==> src/corr_params.svh <==
// Correlator bank defaults
`ifndef CORR_PARAMS_SVH
`define CORR_PARAMS_SVH

// ======================================
// Bank geometry
// ======================================

// Range bins, one lane per delay tap
`define CORR_NUM_LANES 16

// Signed ADC sample width
`define CORR_SAMPLE_W 16

// Lane accumulator width, headroom for long integrations
`define CORR_ACC_W 48

// Chip counter width
`define CORR_COUNT_W 32

// Output stream word
`define CORR_WORD_W 64

`endif

==> src/corr_cfg_pkg.sv <==
// Correlator datapath types
`default_nettype none

`include "corr_params.svh"

package corr_cfg_pkg;

    // ======================================
    // Derived widths
    // ======================================

    // Lane index width, 4 for 16 lanes
    localparam int LANE_IDX_W = $clog2(`CORR_NUM_LANES);

    // ======================================
    // Datapath types
    // ======================================

    // Raw ADC sample, two's complement
    typedef logic signed [`CORR_SAMPLE_W-1:0] sample_t;

    // Running I or Q sum of one lane
    typedef logic signed [`CORR_ACC_W-1:0] acc_t;

    // Lane number
    typedef logic [LANE_IDX_W-1:0] lane_idx_t;

    // Chips per integration
    typedef logic [`CORR_COUNT_W-1:0] chip_count_t;

endpackage

`default_nettype wire

==> src/corr_chip_sequencer.sv <==
// Chip sequencer
`timescale 1ns/1ps
`default_nettype none

module corr_chip_sequencer import corr_cfg_pkg::*; (
    input  logic        clk_fast,
    input  logic        rst_n,
    input  logic        adc_valid_i,
    input  logic        prbs_valid_i,
    input  logic        cfg_enable_i,
    input  logic        cfg_clear_i,
    input  chip_count_t cfg_integration_count_i,
    input  logic        peak_busy_i,
    input  logic        stream_busy_i,
    output logic        chip_o,
    output logic        dump_o,
    output logic        snap_load_o,
    output chip_count_t status_chip_count_o,
    output logic        status_integration_done_o,
    output logic        status_overrun_o
);

    chip_count_t chip_cnt_q;
    logic        done_q;
    logic        overrun_q;
    logic        readers_busy;

    // ======================================
    // Chip and dump decode
    // ======================================

    // A chip needs sample, reference bit and enable together
    assign chip_o = adc_valid_i && prbs_valid_i && cfg_enable_i;

    // Last chip of the integration is itself still summed
    assign dump_o = chip_o && (chip_cnt_q >= cfg_integration_count_i - chip_count_t'(1));

    // Snapshot only when neither reader still needs the old frame
    assign readers_busy = peak_busy_i || stream_busy_i;
    assign snap_load_o  = dump_o && !readers_busy;

    always_ff @(posedge clk_fast or negedge rst_n) begin
        if (!rst_n) begin
            chip_cnt_q <= '0;
            done_q     <= 1'b0;
            overrun_q  <= 1'b0;
        end else begin
            done_q <= dump_o;
            if (cfg_clear_i) begin
                chip_cnt_q <= '0;
                overrun_q  <= 1'b0;
            end else begin
                if (chip_o) begin
                    chip_cnt_q <= dump_o ? '0 : chip_cnt_q + chip_count_t'(1);
                end
                // Sticky until cleared since the refused frame is lost
                if (dump_o && readers_busy) begin
                    overrun_q <= 1'b1;
                end
            end
        end
    end

    assign status_chip_count_o       = chip_cnt_q;
    assign status_integration_done_o = done_q;
    assign status_overrun_o          = overrun_q;

    // Both readers pick up a granted frame
    a_snap_grant : assert property (@(posedge clk_fast) disable iff (!rst_n)
        snap_load_o |=> (peak_busy_i && stream_busy_i));

endmodule

`default_nettype wire

==> config.mk <==
export PLATFORM = sky130hd
export DESIGN_NAME = corr_chip_sequencer
export DESIGN_NICKNAME = d
export VERILOG_FILES = /design/src/corr_cfg_pkg.sv /design/src/corr_chip_sequencer.sv
export VERILOG_INCLUDE_DIRS = /design/src
export SDC_FILE = /design/constraint.sdc
export NUM_CORES = 1
export LEC_CHECK = 0
export BUFFER_PORTS_ARGS = -buffer_cell sky130_fd_sc_hd__buf_2
export CAP_MARGIN = 20
export CELL_PAD_IN_SITES_DETAIL_PLACEMENT = 1
export CELL_PAD_IN_SITES_GLOBAL_PLACEMENT = 1
export CORE_MARGIN = 4
export CORE_UTILIZATION = 40
export CTS_CLUSTER_SIZE = 12
export DETAILED_ROUTE_END_ITERATION = 12
export GPL_ROUTABILITY_DRIVEN = 0
export HOLD_SLACK_MARGIN = 0.05
export PLACE_DENSITY = 0.88
export SETUP_SLACK_MARGIN = 0.3
export SLEW_MARGIN = 20
export SYNTH_ARGS = -nofsm -noshare
export SYNTH_HDL_FRONTEND = slang
export SYNTH_SLANG_ARGS = --single-unit
==> constraint.sdc <==
create_clock -name clk_fast -period 6 [get_ports clk_fast]
set_input_delay 1.2 -clock clk_fast [delete_from_list [all_inputs] [get_ports clk_fast]]
set_output_delay 1.2 -clock clk_fast [all_outputs]
set_load 0.02 [all_outputs]
==> metrics.cfg <==
[worst_hold_path]
hold_class = flip-flop to flip-flop

[clocking]
clock_sinks = 34
htree_levels = 2
cts_buffer_depth = 2
clk_pin_slew_ns = 0.07
postCtsHoldBufs = 0
root_buffer = clkbuf_8
insertion_delay_ns = 0.29
cts_tree = built
cts_made_buffers = 5

[setup_path]
crit_family = simple AND/OR/NAND/NOR gates
path_class = primary input to output port
path_buf_inv = 3
start_kind = primary input
cp_data_arrival_time_ns = 4.39
cp.required_ns = 4.80
crit_path_max_fanout = 3
cpPeakStageDelay_ns = 0.40
cp_slowest_cell = or3b_4
cp-end-kind = output port
cp_cell_sequence = buf_8, or3_4, or3b_4, buf_4, nor3_2, nor3b_2, xnor2_1, ha_1, and3_1, a221o_1, a211oi_2, o221a_4, o21a_4, nor2_2, buf_2

[synthesis]
synthAdderAreaFrac = 0.129
synth_mux_area_frac = 0
ys_ff_latch = 34
synth_compound_area_frac = 0.139
synth_area_mm2 = 0.00330
synth_xor_xnor_area_share = 0.0796
syn-num-nets = 485
synth_top_family_by_area = simple AND/OR/NAND/NOR gates
async_reset_ff_frac = 1.00
synth_area_per_cell_um2 = 8.03
yosys_warnings = 0
yosysSeqAreaShare = 0.258
ys_types = 50
yosys.area_share.simple = 0.362
synth_edf_count = 0
synth_cells = 411
synthFlopType = dfrtp_1

[job]
drv_cap = 0

[routing]
viasPerCell = 5.99
first_pass_iters = 4
route.final.wire_length_um = 11100
antenna_left = 0
drt_iter0_markers = 228
wl_per_cell_um = 18.6
drc_errors = 0
vias = 3577

[layout]
fin_cells = 597
num-fill-cells = 1018
final_nets = 568
diodes = 0
stdcell_area_mm2 = 0.00413
syn2layout_area_growth_pct = 25.3
drive_above_1_share = 0.271

[timing]
finalSetupTns_ns = 0
slew_viol_final = 0
setup_slack_ns = 0.412
relSlewSlack = 0.464
fin_crit_ns = 5.59
rsz0062_at_grt = yes
fin_worst_skew_ns = 0.0106
fmax_mhz = 179
hold_ws_ns = 0.546
min_period_over_period = 0.931
setup_viol = 0
tightestPinTransition_ns = 0.804
final_hold_viol_count = 0

[pwr]
ir_drop_mv = 0.0794
p_leak_nw = 1.84
p_per_area_mw_per_mm2 = 126

[global_route]
grt_pass1_vias = 3715
overflow = 0
grt_pass1_wl_um = 18500
antenna_found_initial = 0
grt_start_max_net_pins = 43
track_usage = 0.227

[floorplanning]
ios = 77
rows = 32
dieArea_mm2 = 0.00977
die_w_um = 98.8
core-area_mm2 = 0.00789
die_y_um = 98.8
start_util = 0.418

[placement]
dpl_cell_area_mm2 = 0.00383
hpwl_um = 8170
place_ws_ns = 0.0331
port_buffers = 76
post-place-cells = 579

[outcome]
status = finished clean

-- path summary, 6_finish.rpt --
path,startpoint,to,slack (ns),depth (start not counted)
worst min-delay path,status_overrun_o,status_overrun_o,0.55,2
worst min register to register,status_overrun_o,status_overrun_o,0.55,2
max in group asynchronous,rst_n,status_chip_count_o[8],4.49,1
worst max register to register,status_chip_count_o[12],status_chip_count_o[7],2.98,9
worst max-delay path,cfg_integration_count_i[2],dump_o,0.41,15
min in group asynchronous,rst_n,status_chip_count_o[14],1.00,1
-- synth_stat cells, types with 2 or more instances --
cell type	number	area [um^2]
clkbuf_1	12	45.0
or3_1	4	25.0
nor3_1	16	80.1
nor2_1	30	113
nand3_1	30	150
nor4b_1	2	17.5
buf_2	3	15.0
nor4_1	6	37.5
ha_1	34	425
inv_1	10	37.5
and2_1	4	25.0
dfrtp_1	34	851
a211oi_1	4	30.0
a21oi_1	13	65.1
xor2_1	10	87.6
and4_1	8	70.1
o211ai_1	2	15.0
o21ai_0	6	30.0
a21o_1	4	30.0
nor3b_1	3	22.5
xnor2_1	20	175
nand3b_1	11	82.6
o21ai_1	10	50.1
nand2_1	55	206
and3_1	12	75.1
a31oi_1	21	131
nand2b_1	2	12.5
nand4_1	9	56.3
nand4b_1	4	35.0
or4_1	11	82.6
and3b_1	2	17.5
-- cell families (layout without fill, tap and decap cells) --
logic type,Yosys count,count (layout)
buffers and inverters,26,110
AND/OR/NAND/NOR,217,217
flip-flops,34,34
adder cells (fa/ha/maj),34,34
XOR/XNOR,30,30
AO/OA/AOI/OAI,70,70
-- cells in the final DEF, fill, tap and decap left out, drive strengths merged, types with 13 or more instances in the layout --
cell type  count
dfrtp         34
buf           92
o21ai         17
nor2          30
and3          13
nand2         55
a31oi         21
ha            34
xnor2         20
nand3         30
a21oi         13
nor3          17
-- stage by stage --
stage / total power [W] / util
after floorplan: 0.000291 / -
after global placement: 0.000331 / 0.485
after detailed placement: 0.000337 / 0.485
after CTS: 0.000518 / 0.513
after global routing: 0.000545 / 0.524
final: 0.000519 / 0.524
-- per-layer routing --
metal	wire [um]	up-vias	track usage	share of wire
li1	-	1702	-	-
met1	4940	1765	0.305	0.44
met4	199	0	0.0546	0.018
met3	441	20	0.0311	0.040
met5	0	-	0	0
met2	5510	90	0.385	0.50
-- report_power, final --
part	internal, W	total, W	switching (W)
combinational	0.0000388	0.0000995	0.0000607
sequential	0.000232	0.000239	0.00000712
clock	0.0000927	0.000180	0.0000876
total	0.000364	0.000519	0.000155
-- worst reg2reg max path: cells and delay by family (launching register included) --
family / cells / cell delay [ns]
and+or+nand+nor: 2 / 0.73
DFF: 1 / 0.49
AOI/OAI and AO/OA: 5 / 1.24
buffers and inverters: 1 / 0.12
adders and majority gates: 1 / 0.35
-- final cells by class --
class	count	area [um^2]	share of cell area
multi-input combinational	351	2500	0.606
sequential	34	851	0.206
timing repair buffer	92	523	0.127
tap	102	128	0.0309
clock buffer	7	86.3	0.0209
inverter	10	37.5	0.00908
clock inverter	1	5.00	0.00121
-- sequential cells by signal, indices dropped and copies added (netlist names) --
register,cells
status_chip_count_o,32
status_integration_done_o,1
status_overrun_o,1
-- timing repair --
item / in CTS / in global routing
resized for setup: 18 / 13
buffers inserted: 6 / 4
hold endpoints to repair: 0 / 0
pin swaps: 14 / 10
setup endpoints to repair: 2 / 2
(Power assumes the default switching activity.)
