File: config.mk
export PLATFORM = sky130hd
export DESIGN_NAME = corr_stream_out
export DESIGN_NICKNAME = d
export VERILOG_FILES = /design/src/corr_cfg_pkg.sv /design/src/corr_stream_pkg.sv /design/src/corr_stream_out.sv
export VERILOG_INCLUDE_DIRS = /design/src
export SDC_FILE = /design/constraint.sdc
export NUM_CORES = 1
export LEC_CHECK = 0
export ABC_AREA = 0
export BUFFER_PORTS_ARGS = -buffer_cell sky130_fd_sc_hd__buf_2
export CAP_MARGIN = 20
export CORE_AREA = 2 2 66 68
export DETAILED_ROUTE_END_ITERATION = 10
export DIE_AREA = 0 0 68 70
export PLACE_DENSITY_LB_ADDON = 0.3
export SLEW_MARGIN = 20
export SYNTH_ARGS = -nofsm -noshare
export SYNTH_HDL_FRONTEND = slang
export SYNTH_SLANG_ARGS = --single-unit
File: constraint.sdc
create_clock -name clk_fast -period 3 [get_ports clk_fast]
set_input_delay 0.9 -clock clk_fast [delete_from_list [all_inputs] [get_ports clk_fast]]
set_output_delay 0.9 -clock clk_fast [all_outputs]
set_load 0.05 [all_outputs]
File: src/corr_params.svh
// Correlator bank defaults
`ifndef CORR_PARAMS_SVH
`define CORR_PARAMS_SVH

// ======================================
// Bank geometry
// ======================================

// Range bins, one lane per delay tap
`define CORR_NUM_LANES 16

// Signed ADC sample width
`define CORR_SAMPLE_W 16

// Lane accumulator width, headroom for long integrations
`define CORR_ACC_W 48

// Chip counter width
`define CORR_COUNT_W 32

// Output stream word
`define CORR_WORD_W 64

`endif

File: src/corr_cfg_pkg.sv
// Correlator datapath types
`default_nettype none

`include "corr_params.svh"

package corr_cfg_pkg;

    // ======================================
    // Derived widths
    // ======================================

    // Lane index width, 4 for 16 lanes
    localparam int LANE_IDX_W = $clog2(`CORR_NUM_LANES);

    // ======================================
    // Datapath types
    // ======================================

    // Raw ADC sample, two's complement
    typedef logic signed [`CORR_SAMPLE_W-1:0] sample_t;

    // Running I or Q sum of one lane
    typedef logic signed [`CORR_ACC_W-1:0] acc_t;

    // Lane number
    typedef logic [LANE_IDX_W-1:0] lane_idx_t;

    // Chips per integration
    typedef logic [`CORR_COUNT_W-1:0] chip_count_t;

endpackage

`default_nettype wire

File: src/corr_stream_pkg.sv
// Correlator output stream types
`default_nettype none

`include "corr_params.svh"

package corr_stream_pkg;

    import corr_cfg_pkg::*;

    // Unsigned |I|+|Q| magnitude
    typedef logic [`CORR_ACC_W-1:0] mag_t;

    // Which half of the lane a word carries
    typedef enum logic {
        WORD_I = 1'b0,
        WORD_Q = 1'b1
    } word_kind_e;

    // Field view of one word, MSB first
    typedef struct packed {
        acc_t       sum;
        logic [4:0] pad;
        word_kind_e kind;
        logic [9:0] lane;
    } stream_fields_t;

    // Stream word, seen as a flat bus or as fields
    typedef union packed {
        logic [`CORR_WORD_W-1:0] raw;
        stream_fields_t          fields;
    } stream_word_u;

endpackage

`default_nettype wire

File: src/corr_stream_out.sv
// Snapshot stream serializer
`timescale 1ns/1ps
`default_nettype none

`include "corr_params.svh"

module corr_stream_out import corr_cfg_pkg::*, corr_stream_pkg::*; (
    input  logic         clk_fast,
    input  logic         rst_n,
    input  logic         snap_load_i,
    input  acc_t         snap_i_i,
    input  acc_t         snap_q_i,
    output lane_idx_t    lane_sel_o,
    output logic         busy_o,
    output stream_word_u m_axis_tdata_o,
    output logic         m_axis_tvalid_o,
    output logic         m_axis_tlast_o,
    input  logic         m_axis_tready_i
);

    localparam lane_idx_t LAST_LANE = lane_idx_t'(`CORR_NUM_LANES - 1);

    typedef enum logic {
        S_IDLE,
        S_SEND
    } state_e;

    state_e     state_q;
    lane_idx_t  lane_q;
    word_kind_e kind_q;
    logic       last_word;

    // ======================================
    // Word build
    // ======================================

    // Snapshot is frozen during the frame, so the word holds under stall
    always_comb begin
        m_axis_tdata_o.fields.sum  = (kind_q == WORD_Q) ? snap_q_i : snap_i_i;
        m_axis_tdata_o.fields.pad  = '0;
        m_axis_tdata_o.fields.kind = kind_q;
        m_axis_tdata_o.fields.lane = 10'(lane_q);
    end

    // Q word of the top lane closes the frame
    assign last_word = (lane_q == LAST_LANE) && (kind_q == WORD_Q);

    assign m_axis_tvalid_o = (state_q == S_SEND);
    assign m_axis_tlast_o  = m_axis_tvalid_o && last_word;
    assign busy_o          = (state_q == S_SEND);
    assign lane_sel_o      = lane_q;

    // ======================================
    // Lane walk
    // ======================================
    always_ff @(posedge clk_fast or negedge rst_n) begin
        if (!rst_n) begin
            state_q <= S_IDLE;
            lane_q  <= '0;
            kind_q  <= WORD_I;
        end else begin
            case (state_q)
                S_IDLE: begin
                    if (snap_load_i) begin
                        state_q <= S_SEND;
                        lane_q  <= '0;
                        kind_q  <= WORD_I;
                    end
                end
                S_SEND: begin
                    // Advance only on an accepted word
                    if (m_axis_tready_i) begin
                        if (kind_q == WORD_I) begin
                            kind_q <= WORD_Q;
                        end else begin
                            kind_q <= WORD_I;
                            if (last_word) begin
                                state_q <= S_IDLE;
                            end else begin
                                lane_q <= lane_q + lane_idx_t'(1);
                            end
                        end
                    end
                end
                default: state_q <= S_IDLE;
            endcase
        end
    end

    // A stalled word stays put and stays offered
    a_hold_on_stall : assert property (@(posedge clk_fast) disable iff (!rst_n)
        (m_axis_tvalid_o && !m_axis_tready_i) |=>
            ($stable(m_axis_tdata_o.raw) && m_axis_tvalid_o && $stable(m_axis_tlast_o)));

endmodule

`default_nettype wire

==> reports/results.tsv, run 1 <==
metric	value	unit
status	completed	
die extent in x	68	µm
initial core utilization	25.79	%
Final GP Congestion	0.7386	
filler instances	412	
largest net degree at the start of global routing	32	
Via density	4.332	
Power Dens Cells	1188	nW/µm²
synthesis-stage register bit count	6	
mapped cell area	1069	µm²
Synth Area in Adders	1.171	%
Storage cell area	151.4	µm²
final setup fails	0	
Total Wirelength	4.013	mm
clk root buf	clkbuf_8	
Synth Flop Type	dfrtp_1	
vias in the first global route	1250	
setup TNS	0	ns
Synth area leader	mux2_2	
FFs w/ async S/R, synth	100.0	%
CTS buffer count	3	
die area	4760	µm²
Pre-antenna DRT Iters	4	
worst reg2reg startpoint	lane_sel_o[0]$_DFFE_PN0P_	
TritonCTS clock tree	built	
largest family of logic cells by synthesized area	multiplexers	
setup repair bufs after CTS	0	
initial antenna violation count	0	
total track usage	15.48	%
Clk Latency, worst-skew pair	0.22	ns
CP required	2.10	ns
Post-CTS Hold Fix Bufs	0	
Crit Path Class	flip-flop to output port	
hpwl dp	3.534	mm
Peak VDD IR	0.5248	mV
Syn-to-layout area delta	73.54	%
crit path launch	kind_q$_DFFE_PN0P_	
simple-gate area share of the yosys netlist	7.377	%
compound-gate portion of the synthesized area	8.197	%
Syn Inst Count	111	
first-pass GRT wire length	5.658	mm
synth warn	0	
Worst Path Max Fanout	31	
mux cell area share after synthesis	51.52	%
nets	363	
Layout Skew	0.003720	ns
clk slew on worst S/H paths	0.04	ns
largest cells by area after synthesis	mux2_2 (51%), dfrtp_1 (14%), buf_4 (12%)	
Die Y-Extent	70	µm
RSZ-0062 raised after global routing	false	
number of port buffers	159	
HP Class	input pin to async pin	
share of the synthesized area in the top cell type	50.59	%
Setup crit end kind	output port	
htree depth	1	
crit path DAT	1.51	ns
area of the multi-input gates	770.7	µm²
row count	24	
fmax	415.5	MHz
Synth Area in XOR/XNOR	0	%
# diodes	0	
final hold vios	0	
IO Pins	171	
count leader, synth	mux2_2	
Max-cap violations	0	
crit-path cells	buf_4 > nand4_1 > nor2_1 > buf_2	
DR vias	1356	
commonest cells in the netlist	mux2_2 (48), buf_4 (17), buf_2 (7), o211ai_1 (7), dfrtp_1 (6)	
Lkg Pwr	1.018	nW
post-CTS sizing	0	
Clock Sinks	6	
Post-synth EDFFs	0	
placed insts	309	
nature of the critical path startpoint	flip-flop	
core area	4144	µm²
layout cells sized above 1	81.99	%
period utilisation layout	80.23	%
min Tclk post-route	2.407	ns
Power, Total	2.202	mW
Mapped Avg Cell Area	9.626	µm²
initial drt markers	10	
max-slew violation count	0	
remaining antenna violation count	0	
fin cells	313	
DRC violations left	0	
wire length per cell	12.82	µm
CTS Buffer Depth	2	
post-synthesis cell type count	26	
GRT overflow	0	
slowest CP cell	dfrtp_2	
r2r setup slk	1.53	ns
Seq/Total Area, Yosys	14.05	%
CP max stage delay	0.34	ns
-- stage by stage --
stage	hold WS, ns	util [%]	worst slack (ns)	instance area [µm²]
finish	0.4915	44.75	0.5931	1854
global route	0.4887	44.75	0.3822	1854
CTS	0.4902	44.75	0.5685	1854
detailed placement	0.6079	43.66	0.6261	1809
global placement	0.6034	43.66	0.6195	1809
floorplan	0.6044	-	0.3409	1106
-- report_power, final --
part | leakage [nW] | switching [mW] | total (mW) | internal (mW)
Combinational | 0.933 | 1.35 | 1.90 | 0.546
Sequential | 0.0620 | 0.0607 | 0.179 | 0.118
Clock | 0.0228 | 0.0340 | 0.125 | 0.0913
-- worst paths after layout --
kind / end / cells after the start
max in group asynchronous: kind_q$_DFFE_PN0P_ / 1
max reg2reg: lane_sel_o[1]$_DFFE_PN0P_ / 4
min reg2reg: lane_sel_o[0]$_DFFE_PN0P_ / 1
max: m_axis_tlast_o / 4
min in group clk_fast: lane_sel_o[0]$_DFFE_PN0P_ / 1
min: busy_o$_DFF_PN0_ / 1
-- sequential cells by signal, summed over array words and instances (netlist names) --
register / count
lane_sel_o: 4
busy_o: 1
kind_q: 1
-- cell usage in the layout, fill, tap and decap left out --
cell type | netlist | layout
nand4b_1 | 1 | 1
o211ai_1 | 7 | 7
mux2i_1 | 1 | 1
dfrtp_1 | 6 | 5
nand3_2 | 1 | 1
or2_1 | 1 | 1
nor4_1 | 1 | 1
a31oi_1 | 1 | 1
nor2_1 | 2 | 2
o21ai_0 | 1 | 1
clkbuf_1 | 0 | 1
nand3_1 | 1 | 1
a21oi_1 | 2 | 2
nand4_1 | 1 | 1
conb_1 | 1 | 11
dfrtp_2 | 0 | 1
nand3b_1 | 1 | 1
inv_1 | 3 | 3
mux2_2 | 48 | 48
ha_1 | 1 | 1
o311ai_1 | 1 | 1
nand2_1 | 2 | 2
o21ai_1 | 1 | 1
buf_2 | 7 | 159
or2b_1 | 1 | 1
clkbuf_8 | 0 | 3
buf_4 | 17 | 2
and3_1 | 1 | 1
-- logic make-up (layout without fill, tap and decap cells) --
| family | after synthesis | after routing |
|---|---|---|
| and+or+nand+nor | 13 | 13 |
| buffers and inverters | 28 | 168 |
| muxes | 49 | 49 |
| other | 1 | 11 |
| AOI/OAI and AO/OA | 13 | 13 |
| adders and majority gates | 1 | 1 |
| DFF | 6 | 6 |
-- final cells by class --
type / count / share of cell area [%]
flip-flops and latches: 6 / 8.165
clock buffers: 4 / 2.429
repair buffers: 161 / 43.72
inverters: 3 / 0.6073
well taps: 52 / 3.509
multi-input cells: 87 / 41.57
-- critical path: cells and delay by family (launching register included) --
kind	cells	cell delay, ns
buffers and inverters	2	0.61
flip-flops	1	0.34
AND/OR/NAND/NOR	2	0.32
-- layer usage --
metal  global-route usage, %  routed length (µm)
met1                   17.82                1472
met5                       0                   0
met3                   5.636                 611
met2                   26.75                1913
met4                   3.333                  15
(Power assumes the default switching activity.)
==> run 2: changes to the inputs <==
--- a/config.mk
+++ b/config.mk
@@ -6,7 +6,7 @@
 export SDC_FILE = /design/constraint.sdc
 export NUM_CORES = 1
 export LEC_CHECK = 0
-export ABC_AREA = 0
+export ABC_AREA = 1
 export BUFFER_PORTS_ARGS = -buffer_cell sky130_fd_sc_hd__buf_2
 export CAP_MARGIN = 20
 export CORE_AREA = 2 2 66 68
==> constraint.sdc (replaced) <==
create_clock -name clk_fast -period 2.3 [get_ports clk_fast]
set_input_delay 0.69 -clock clk_fast [delete_from_list [all_inputs] [get_ports clk_fast]]
set_output_delay 0.69 -clock clk_fast [all_outputs]
set_load 0.05 [all_outputs]
==> reports/results.tsv, run 2 <==
metric	value	unit
status	completed	
Final Util	44.66	%
largest cells by area after synthesis	nand2_1 (54%), dfrtp_1 (14%), buf_4 (13%)	
Syn-to-layout area delta	72.58	%
Total Wirelength	3.864	mm
mux cell area share after synthesis	0	%
commonest cells in the netlist	nand2_1 (153), buf_4 (19), buf_2 (7), dfrtp_1 (6)	
synthesis-stage register bit count	6	
initial antenna violation count	0	
clk root buf	clkbuf_8	
Setup crit end kind	output port	
wire length per cell	9.379	µm
post-CTS sizing	0	
R2R depth	7	
Seq/Total Area, Yosys	14.00	%
row count	24	
largest net degree at the start of global routing	34	
initial drt markers	47	
first-pass GRT wire length	5.616	mm
RSZ-0062 raised after global routing	false	
CTS Buffer Depth	2	
die area	4760	µm²
clk slew on worst S/H paths	0.04	ns
Max-cap violations	0	
IO Pins	171	
Final GP Congestion	0.7957	
HP Class	input pin to async pin	
Lkg Pwr	1.305	nW
FFs w/ async S/R, synth	100.0	%
fmax	467.6	MHz
CP max stage delay	0.42	ns
CP required	1.61	ns
vias in the first global route	1298	
Storage cell area	150.1	µm²
GRT overflow	0	
core area	4144	µm²
Post-CTS Hold Fix Bufs	0	
setup repair bufs after CTS	0	
hpwl dp	3.128	mm
remaining antenna violation count	0	
htree depth	1	
max-slew violation count	0	
nature of the critical path startpoint	flip-flop	
family with the most delay on the worst path	flip-flops	
TritonCTS clock tree	built	
crit path DAT	1.45	ns
DRC violations left	0	
Via density	3.998	
instance count on the critical path	6	
filler instances	447	
crit-path cells	ha_1 > nand2_1 > nor2_2 > nand2_2 > inv_1 > buf_2	
final setup fails	0	
largest family of logic cells by synthesized area	simple AND/OR/NAND/NOR gates	
count leader, synth	nand2_1	
Die Y-Extent	70	µm
layout cells sized above 1	48.33	%
simple-gate area share of the yosys netlist	60.33	%
# diodes	0	
Layout Skew	0.004570	ns
slowest CP cell	dfrtp_1	
die extent in x	68	µm
post-synthesis cell type count	21	
initial core utilization	25.88	%
Crit Path Class	flip-flop to output port	
Mapped Avg Cell Area	5.034	µm²
Synth Flop Type	dfrtp_1	
area of the multi-input gates	740.7	µm²
DR vias	1647	
Clk Latency, worst-skew pair	0.22	ns
Worst Path Max Fanout	7	
Synth Area in Adders	1.167	%
Synth area leader	nand2_1	
number of flip-flops in the largest register	4	
period utilisation layout	92.97	%
Post-synth EDFFs	0	
Peak VDD IR	0.8959	mV
number of port buffers	159	
commonest non-fill, non-tap cells in the layout	buf_2 (159), nand2_1 (153), conb_1 (11)	
Power Dens Cells	951.4	nW/µm²
share of the synthesized area in the top cell type	53.56	%
synth warn	0	
final hold vios	0	
compound-gate portion of the synthesized area	3.734	%
nets	463	
min Tclk post-route	2.138	ns
Clock Sinks	6	
CTS buffer count	3	
commonest non-fill, non-tap cell in the layout	buf_2	
Worst Path Buf+Inv	2	
Syn Inst Count	213	
mapped cell area	1072	µm²
total track usage	14.82	%
Pre-antenna DRT Iters	4	
Synth Area in XOR/XNOR	0	%
setup TNS	0	ns
## run 2: routing by layer
metal  wire, µm  share of wire [%]  track usage (%)  vias to the layer above
li1           -                  -                -                      906
met1       1532                 40            17.19                      641
met2       1846                 48            27.29                       96
met3        438                 11            2.254                        4
met4         46                1.2            3.778                        0
met5          0                  0                0                        -
## run 2: path summary, 6_finish.rpt
path	start	endpoint	slack [ns]
hold reg to reg	lane_sel_o[1]$_DFFE_PN0P_	lane_sel_o[1]$_DFFE_PN0P_	0.58
max in group asynchronous	rst_n	kind_q$_DFFE_PN0P_	1.86
setup reg to reg	lane_sel_o[0]$_DFFE_PN0P_	lane_sel_o[0]$_DFFE_PN0P_	1.07
hold / removal	rst_n	lane_sel_o[1]$_DFFE_PN0P_	0.29
setup / recovery	lane_sel_o[0]$_DFFE_PN0P_	m_axis_tlast_o	0.16
min in group clk_fast	lane_sel_o[1]$_DFFE_PN0P_	lane_sel_o[1]$_DFFE_PN0P_	0.58
## run 2: per-stage QoR
step	hold slack, ns	worst slack [ns]	instance area (µm²)	power [mW]	cells
finish	0.2862	0.1616	1851	1.761	412
global route	0.2926	0.06849	1851	1.878	412
CTS	0.2911	0.1573	1851	1.776	412
detailed placement	0.5260	0.3982	1809	1.613	409
global placement	0.5224	0.3979	1809	1.609	409
floorplan	0.3944	0.06771	1110	1.343	223
## run 2: worst reg2reg max path, stage by stage (launching register included)
cell and delay, ns:
dfrtp_1 0.42, ha_1 0.18, nand2_1 0.08, nor2_2 0.14, nand2_2 0.08, nand2_4 0.11
nand2_1 0.06, o21ai_1 0.07
## run 2: cells by family after synthesis
group / count (synthesis)
AO/OA/AOI/OAI: 7
flip-flops: 6
buffers and inverters: 33
AND/OR/NAND/NOR: 165
adder cells (fa/ha/maj): 1
other: 1
## run 2: where the power goes
part,switching [mW],total [mW],internal (mW)
Combinational,1.08,1.41,0.329
Clock,0.0461,0.159,0.113
Sequential,0.0540,0.194,0.140
Total,1.18,1.76,0.582
## run 2: final cells by class
class	count	area share, %
Timing Repair Buffer	163	45.30
Multi-Input combinational cell	184	40.03
Sequential cell	6	8.114
Tap cell	52	3.516
Clock buffer	3	2.231
Inverter	4	0.8114
