===== config.mk =====
export PLATFORM = sky130hd
export DESIGN_NAME = corr_peak_search
export DESIGN_NICKNAME = d
export VERILOG_FILES = /design/src/corr_cfg_pkg.sv /design/src/corr_stream_pkg.sv /design/src/corr_peak_search.sv
export VERILOG_INCLUDE_DIRS = /design/src
export SDC_FILE = /design/constraint.sdc
export NUM_CORES = 1
export LEC_CHECK = 0
export ABC_CLOCK_PERIOD_IN_PS = 4500
export BUFFER_PORTS_ARGS = -buffer_cell sky130_fd_sc_hd__buf_4
export CAP_MARGIN = 20
export CORE_MARGIN = 2
export CORE_UTILIZATION = 35
export DETAILED_ROUTE_END_ITERATION = 12
export PLACE_DENSITY_LB_ADDON = 0.12
export SYNTH_ARGS = -nofsm -noshare
export SYNTH_HDL_FRONTEND = slang
export SYNTH_SLANG_ARGS = --single-unit

===== constraint.sdc =====
create_clock -name clk_fast -period 4.5 [get_ports clk_fast]
set_clock_uncertainty 0.1 [all_clocks]
set_input_delay 0.9 -clock clk_fast [delete_from_list [all_inputs] [get_ports clk_fast]]
set_output_delay 0.9 -clock clk_fast [all_outputs]
set_load 0.005 [all_outputs]

===== src/corr_params.svh =====
// Correlator bank defaults
`ifndef CORR_PARAMS_SVH
`define CORR_PARAMS_SVH

// ======================================
// Bank geometry
// ======================================

// Range bins, one lane per delay tap
`define CORR_NUM_LANES 16

// Signed ADC sample width
`define CORR_SAMPLE_W 16

// Lane accumulator width, headroom for long integrations
`define CORR_ACC_W 48

// Chip counter width
`define CORR_COUNT_W 32

// Output stream word
`define CORR_WORD_W 64

`endif


===== src/corr_cfg_pkg.sv =====
// Correlator datapath types
`default_nettype none

`include "corr_params.svh"

package corr_cfg_pkg;

    // ======================================
    // Derived widths
    // ======================================

    // Lane index width, 4 for 16 lanes
    localparam int LANE_IDX_W = $clog2(`CORR_NUM_LANES);

    // ======================================
    // Datapath types
    // ======================================

    // Raw ADC sample, two's complement
    typedef logic signed [`CORR_SAMPLE_W-1:0] sample_t;

    // Running I or Q sum of one lane
    typedef logic signed [`CORR_ACC_W-1:0] acc_t;

    // Lane number
    typedef logic [LANE_IDX_W-1:0] lane_idx_t;

    // Chips per integration
    typedef logic [`CORR_COUNT_W-1:0] chip_count_t;

endpackage

`default_nettype wire


===== src/corr_stream_pkg.sv =====
// Correlator output stream types
`default_nettype none

`include "corr_params.svh"

package corr_stream_pkg;

    import corr_cfg_pkg::*;

    // Unsigned |I|+|Q| magnitude
    typedef logic [`CORR_ACC_W-1:0] mag_t;

    // Which half of the lane a word carries
    typedef enum logic {
        WORD_I = 1'b0,
        WORD_Q = 1'b1
    } word_kind_e;

    // Field view of one word, MSB first
    typedef struct packed {
        acc_t       sum;
        logic [4:0] pad;
        word_kind_e kind;
        logic [9:0] lane;
    } stream_fields_t;

    // Stream word, seen as a flat bus or as fields
    typedef union packed {
        logic [`CORR_WORD_W-1:0] raw;
        stream_fields_t          fields;
    } stream_word_u;

endpackage

`default_nettype wire


===== src/corr_peak_search.sv =====
// Peak lane search
`timescale 1ns/1ps
`default_nettype none

`include "corr_params.svh"

module corr_peak_search import corr_cfg_pkg::*, corr_stream_pkg::*; (
    input  logic      clk_fast,
    input  logic      rst_n,
    input  logic      snap_load_i,
    input  acc_t      snap_i_i,
    input  acc_t      snap_q_i,
    output lane_idx_t lane_sel_o,
    output logic      busy_o,
    output logic      status_peak_valid_o,
    output lane_idx_t status_peak_lane_o,
    output mag_t      status_peak_magnitude_o
);

    localparam lane_idx_t LAST_LANE = lane_idx_t'(`CORR_NUM_LANES - 1);

    logic      busy_q;
    lane_idx_t sel_q;
    mag_t      best_mag_q;
    lane_idx_t best_lane_q;
    logic      valid_q;
    lane_idx_t peak_lane_q;
    mag_t      peak_mag_q;
    mag_t      abs_i;
    mag_t      abs_q;
    mag_t      cur_mag;
    logic      take_cur;
    mag_t      win_mag;
    lane_idx_t win_lane;

    // |I|+|Q| of the lane being read, strict compare keeps the lower lane on ties
    always_comb begin
        abs_i    = snap_i_i[`CORR_ACC_W-1] ? mag_t'(-snap_i_i) : mag_t'(snap_i_i);
        abs_q    = snap_q_i[`CORR_ACC_W-1] ? mag_t'(-snap_q_i) : mag_t'(snap_q_i);
        cur_mag  = abs_i + abs_q;
        // Lane 0 seeds the running max
        take_cur = (sel_q == '0) || (cur_mag > best_mag_q);
        win_mag  = take_cur ? cur_mag : best_mag_q;
        win_lane = take_cur ? sel_q : best_lane_q;
    end

    always_ff @(posedge clk_fast or negedge rst_n) begin
        if (!rst_n) begin
            busy_q      <= 1'b0;
            sel_q       <= '0;
            best_mag_q  <= '0;
            best_lane_q <= '0;
            valid_q     <= 1'b0;
            peak_lane_q <= '0;
            peak_mag_q  <= '0;
        end else begin
            valid_q <= 1'b0;
            if (snap_load_i) begin
                busy_q <= 1'b1;
                sel_q  <= '0;
            end else if (busy_q) begin
                best_mag_q  <= win_mag;
                best_lane_q <= win_lane;
                if (sel_q == LAST_LANE) begin
                    // Publish result with the valid pulse
                    busy_q      <= 1'b0;
                    valid_q     <= 1'b1;
                    peak_lane_q <= win_lane;
                    peak_mag_q  <= win_mag;
                end else begin
                    sel_q <= sel_q + lane_idx_t'(1);
                end
            end
        end
    end

    assign lane_sel_o              = sel_q;
    assign busy_o                  = busy_q;
    assign status_peak_valid_o     = valid_q;
    assign status_peak_lane_o      = peak_lane_q;
    assign status_peak_magnitude_o = peak_mag_q;

    a_sel_in_range : assert property (@(posedge clk_fast) disable iff (!rst_n)
        busy_o |-> (int'(lane_sel_o) < `CORR_NUM_LANES));

    // Fixed search latency from snapshot to result
    a_peak_latency : assert property (@(posedge clk_fast) disable iff (!rst_n)
        snap_load_i |-> ##(`CORR_NUM_LANES + 1) status_peak_valid_o);

endmodule

`default_nettype wire


==> out/qor.txt, run 1 <==
Seq pwr share: 0.203
Logic pwr share: 0.676
Failing checks: setup timing
Width of the die: 176 um
Total track usage: 0.205
Worst R2R Start: best_mag_q[17]$_DFFE_PN0P_
PwrDens: 433 nW/um^2
Area Growth Syn to Fin: 57.0%
Crit. End Element: flop
Switching share of power: 0.395
Final setup margin: -2510 ps
Vias: 10600
Syn nets: 1422
Final Setup Violations: 104
Layout cells sized above 1: 0.422
GP Congestion: 0.896
Final hold vios: 0
Fill cells: 2785
Reg clk slew, reported paths: 80 ps
Final worst path period share: 1.56
Post-synth EDFFs: 0
Sw Pwr: 2790 uW
Slew @ Worst Pin: 573 ps
Final slew viol count: 0
CP max stage cell: or4_4
Grt ovf: 0
Critical Path RT: 4640 ps
Routed length per placed instance: 15.1 um
Port bufs: 156
Worst EP arrival: 7160 ps
Post-detail-place hpwl: 26000 um
Vias/cell: 4.93
Area of the multi-input gates: 7930 um^2
Most common cell after layout, fill and taps aside: buf_4
Yosys reg bits: 110
CP max stage delay: 540 ps
Status: finished, violations left
Placed insts: 2096
Leakage: 0.00803 uW
Power after layout: 7070 uW
DR iter-0 viols: 401
Num CTS Buffers: 9
Yosys warning count: 0
Mean Syn Cell Area: 8.51 um^2
Post-Layout Inst Area: 16300 um^2
Crit-path leading delay family: simple AND/OR/NAND/NOR gates
Drt total wl: 32400 um
Die Y: 176 um
Achievable clock frequency: 143 MHz
Worst path bufs/invs: 5
FF/Latch Area: 2750 um^2
CTS tree: yes
Critical Path Source: snap_i_i[13]
Worst VDD drop: 0.000233 V
Global-route wire length before repair: 52100 um
Largest net degree at the start of global routing: 98
Clock sink count: 110
Nets: 1954
DRT antenna net count: 0
Initial antenna violation count: 0
RSZ-0062 raised after global routing: true
Ys flop type: dfrtp_1
CTS Hold Buffers Added: 0
Cells after Synth: 1223
Initial core utilization: 0.353
Max-cap violations: 0
CTS max path bufs: 2
Netlist Area Pre-Place: 10400 um^2
Ant. Diodes: 0
Clock power share: 0.121
Seq/Total Area, Yosys: 0.265
WS Path Type: in2reg
Htree depth: 3
Hold Path Class: in2async
Normalized max-slew margin: 0.618
DR DRC count: 0
Placed cell area: 14900 um^2
Core ar.: 29500 um^2
Row count: 63
Crit-path max FO: 5
Drt first pass iters: 5
Non-filler cells, final: 2150
Cell-internal power: 4280 uW
Asr flop ratio synth: 1.00
Insertion delay to the later sink of the worst-skew pair: 360 ps
Vias in the first global route: 10400
Min Tclk post-route: 7010 ps
Clock root buffer: clkbuf_16
Die ar.: 31100 um^2
Startpoint types: primary input
Commonest non-fill, non-tap cells in the layout: buf_4 (533), nand2_1 (128), xnor2_1 (113), dfrtp_1 (110), ha_1 (97)
# IOs: 157
Synth cell types: 64
## cell usage after synthesis (6+ instances only)
library cell    n  area [um^2]
a211oi_1        6         45.0
or2_2           6         37.5
and2_1          8         50.1
o21ai_0        98          490
xnor2_1       116         1020
nor3_1         22          110
a21oi_1        72          360
or4_1          10         75.1
a221o_1         8         80.1
or3_1          18          113
xor2_1         19          166
nand4_1        20          125
nand2b_1       12         75.1
a21o_1         52          390
o21bai_1        8         60.1
nor4_1          6         37.5
nor2_1         41          154
clkbuf_1       40          150
o41ai_1        11         96.3
mux2_2         46          518
dfrtp_1       110         2750
o31ai_1        37          278
ha_1           99         1240
mux2i_1        31          310
inv_1          71          267
nand2_1       132          495
a31oi_1        17          106
nor2b_1         6         37.5
and3_1         13         81.3
nand3_1        24          120
o21a_1         14          105
## registers in the layout, indices dropped and copies added, names as in the netlist
signal,cells
busy_o,1
status_peak_lane_o,4
lane_sel_o,4
best_mag_q,48
best_lane_q,4
status_peak_valid_o,1
status_peak_magnitude_o,48
## area by class of cell
| class | count | area share |
|---|---|---|
| Multi-Input combinational cell | 997 | 0.486 |
| Timing Repair Buffer | 565 | 0.280 |
| Sequential cell | 110 | 0.169 |
| Tap cell | 390 | 0.0299 |
| Inverter | 72 | 0.0165 |
| Clock buffer | 9 | 0.0138 |
| Clock inverter | 7 | 0.00544 |
## kinds of logic (layout without fill, tap and decap cells)
logic type | Yosys count | after routing | share of synthesized area
buf+inv | 116 | 653 | 0.0420
xor+xnor | 135 | 135 | 0.114
fa+ha+maj | 100 | 100 | 0.121
flops | 110 | 110 | 0.265
simple gates | 339 | 339 | 0.166
compound gates | 346 | 346 | 0.213
mux | 77 | 77 | 0.0796
## routing by layer
| metal | up-vias | track usage | wire (um) |
|---|---|---|---|
| met1 | 4837 | 0.304 | 16900 |
| li1 | 5515 | - | - |
| met5 | - | 0 | 0 |
| met4 | 0 | 0.0427 | 567 |
| met3 | 34 | 0.0144 | 927 |
| met2 | 204 | 0.329 | 14100 |
## through the flow
step           setup TNS, ps  utilization  hold WS, ps  worst slack [ps]
2_1_floorplan        -228920            -          350             -2360
3_3_place_gp         -299360        0.506          360             -2970
3_5_place_dp         -302580        0.506          368             -3000
4_1_cts              -245710        0.542          281             -2440
5_1_grt              -275660        0.554          284             -2750
6_report             -248210        0.554          287             -2510
## power by group through the flow
stage	Clock, uW	Sequential, uW	Combinational, uW
after floorplan	0	1380	2330
after global placement	0	1410	3930
after detailed placement	0	1420	3980
after CTS	876	1420	4510
after global routing	922	1470	5230
final	858	1430	4770
## final timing paths
kind / to / slack [ps] / depth (start not counted)
setup / recovery: best_mag_q[13]$_DFFE_PN0P_ / -2510 / 27
hold / removal: status_peak_magnitude_o[13]$_DFFE_PN0P_ / 290 / 1
setup reg to reg: best_mag_q[13]$_DFFE_PN0P_ / 1370 / 11
hold reg to reg: status_peak_magnitude_o[33]$_DFFE_PN0P_ / 380 / 2
max in group asynchronous: status_peak_magnitude_o[42]$_DFFE_PN0P_ / 3190 / 2
min in group clk_fast: status_peak_magnitude_o[33]$_DFFE_PN0P_ / 380 / 2
## repair_timing
item,in CTS,in global routing
pin swaps,38,17
buffers inserted,24,10
hold endpoints to repair,0,0
gates resized for setup,110,49
endpoints found under the setup margin,104,104
gates cloned,3,5
No activity file was read; power rests on OpenSTA's default activity.
==> run 2, diff against run 1 <==
--- a/config.mk
+++ b/config.mk
@@ -6,11 +6,11 @@
 export SDC_FILE = /design/constraint.sdc
 export NUM_CORES = 1
 export LEC_CHECK = 0
-export ABC_CLOCK_PERIOD_IN_PS = 4500
+export ABC_CLOCK_PERIOD_IN_PS = 6300
 export BUFFER_PORTS_ARGS = -buffer_cell sky130_fd_sc_hd__buf_4
-export CAP_MARGIN = 20
 export CORE_MARGIN = 2
 export CORE_UTILIZATION = 35
+export CTS_BUF_LIST = sky130_fd_sc_hd__clkbuf_4 sky130_fd_sc_hd__clkbuf_8
 export DETAILED_ROUTE_END_ITERATION = 12
 export PLACE_DENSITY_LB_ADDON = 0.12
 export SYNTH_ARGS = -nofsm -noshare
==> constraint.sdc (replaced) <==
create_clock -name clk_fast -period 6.3 [get_ports clk_fast]
set_clock_uncertainty 0.1 [all_clocks]
set_input_delay 1.26 -clock clk_fast [delete_from_list [all_inputs] [get_ports clk_fast]]
set_output_delay 1.26 -clock clk_fast [all_outputs]
set_load 0.005 [all_outputs]
==> out/qor.txt, run 2 (synthesis results as in run 1) <==
Vias/cell: 4.93
Placed cell area: 14700 um^2
Most common cell after layout, fill and taps aside: buf_4
Post-detail-place hpwl: 26000 um
FF/Latch Area: 2750 um^2
Max-cap violations: 0
Nets: 1911
DRT antenna net count: 0
R2R cell count: 12
RSZ-0062 raised after global routing: true
Worst R2R Start: best_mag_q[6]$_DFFE_PN0P_
Die Y: 176 um
Drt first pass iters: 5
GP Congestion: 0.871
WS Path Type: in2reg
Area Growth Syn to Fin: 50.1%
Failing checks: setup timing
Normalized max-slew margin: 0.482
Hold path endpoint: status_peak_magnitude_o[1]$_DFFE_PN0P_
Grt ovf: 0
Htree depth: 3
Die ar.: 31100 um^2
Area of the multi-input gates: 7800 um^2
Placed insts: 2070
Post-Layout Inst Area: 15600 um^2
Crit. End Element: flop
Drt total wl: 31600 um
Final slew viol count: 0
Final Setup Violations: 104
Min Hold Slack: 386 ps
Reg clk slew, reported paths: 110 ps
Critical Path RT: 6490 ps
Final hold vios: 0
Largest net degree at the start of global routing: 61
Achievable clock frequency: 136 MHz
Vias in the first global route: 10200
Crit-path leading delay family: simple AND/OR/NAND/NOR gates
Non-filler cells, final: 2106
Leakage: 0.00778 uW
CP max stage delay: 380 ps
Insertion delay to the later sink of the worst-skew pair: 390 ps
CTS max path bufs: 2
Worst path bufs/invs: 2
PwrDens: 301 nW/um^2
Slew @ Worst Pin: 776 ps
Crit-path max FO: 6
R2r endpoint: best_mag_q[26]$_DFFE_PN0P_
Commonest non-fill, non-tap cells in the layout: buf_4 (502), nand2_1 (128), xnor2_1 (115), dfrtp_1 (110), ha_1 (99)
Hold Path Class: reg2reg
Startpoint types: primary input
Hold_sp: status_peak_magnitude_o[1]$_DFFE_PN0P_
CP max stage cell: or3_4
Fill cells: 2871
Port bufs: 156
Worst EP arrival: 7560 ps
Min Tclk post-route: 7370 ps
Hold path cells: 2
Final worst path period share: 1.17
DR DRC count: 0
Status: finished, violations left
Initial antenna violation count: 0
Row count: 63
Initial core utilization: 0.353
Vias: 10400
Internal reg-to-reg setup slack: 3160 ps
Final setup margin: -1070 ps
Width of the die: 176 um
Clock root buffer: clkbuf_8
Layout cells sized above 1: 0.390
Ant. Diodes: 0
Global-route wire length before repair: 51500 um
Routed length per placed instance: 15.0 um
Core ar.: 29500 um^2
# IOs: 157
Worst VDD drop: 0.000159 V
Final Util: 0.529
Clock sink count: 110
CTS tree: yes
Num CTS Buffers: 9
DR iter-0 viols: 480
Total track usage: 0.205
run 2: cell count changes in the layout (fill, tap and decap cells not counted), moves of 4 or more:
cell / previous run / this run
buf_4: 533 / 502
clkbuf_16: 13 / 0
a21oi_2: 10 / 6
mux2_4: 8 / 32
mux2_2: 38 / 14
clkbuf_8: 0 / 10
a21oi_1: 59 / 65
buf_8: 5 / 0
mux2i_2: 5 / 9
run 2: worst register-to-register path, cell delays in order (launching register included):
cell	delay, ps
dfrtp_1	390
inv_1	50
ha_1	310
a21o_1	180
a21oi_1	220
nand4b_1	170
a211oi_1	310
buf_4	170
o211ai_1	130
o21a_4	270
nand2b_4	130
bufbuf_16	290
mux2_2	320
run 2: worst max path at each step:
stage / start / to / slack, ps / depth (start not counted)
final: snap_q_i[5] / best_mag_q[26]$_DFFE_PN0P_ / -1070 / 27
after global routing: snap_q_i[5] / best_mag_q[41]$_DFFE_PN0P_ / -1260 / 28
after CTS: snap_q_i[5] / best_mag_q[37]$_DFFE_PN0P_ / -990 / 27
after detailed placement: snap_q_i[5] / status_peak_magnitude_o[22]$_DFFE_PN0P_ / -1620 / 26
after global placement: snap_q_i[5] / best_mag_q[41]$_DFFE_PN0P_ / -1500 / 26
after floorplan: snap_q_i[9] / best_mag_q[16]$_DFFE_PN0P_ / -920 / 25
run 2: power breakdown:
| part | switching, uW | total [uW] | internal [uW] |
|---|---|---|---|
| Combinational | 1490 | 3260 | 1770 |
| Sequential | 143 | 1030 | 883 |
| Clock | 259 | 416 | 158 |
| Total | 1900 | 4700 | 2810 |
run 2: metrics by stage:
stage / worst slack [ps] / TNS, ps / total power [uW]
finish: -1070 / -99860 / 4700
global route: -1260 / -122270 / 5080
CTS: -992 / -94140 / 4570
detailed placement: -1620 / -158080 / 3800
global placement: -1500 / -146810 / 3750
floorplan: -920 / -79160 / 2650
run 2: area by class of cell:
cell class,instances,area share
multi-input cells,997,0.500
clock inverters,5,0.00289
repair buffers,522,0.264
clock buffers,10,0.00882
inverters,72,0.0173
well taps,390,0.0313
flip-flops and latches,110,0.176
run 2: timing repair:
| item | CTS | global route |
|---|---|---|
| setup buffers | 14 | 7 |
| resized for setup | 75 | 62 |
| setup endpoints to repair | 104 | 104 |
| pin swaps | 7 | 16 |
| gates cloned | 4 | 0 |
| hold buffers | 0 | 0 |
run 2: metal layers:
metal,wire length (um),GRT usage
met1,16800,0.305
met2,13600,0.326
met3,901,0.0114
met4,313,0.0420
met5,0,0
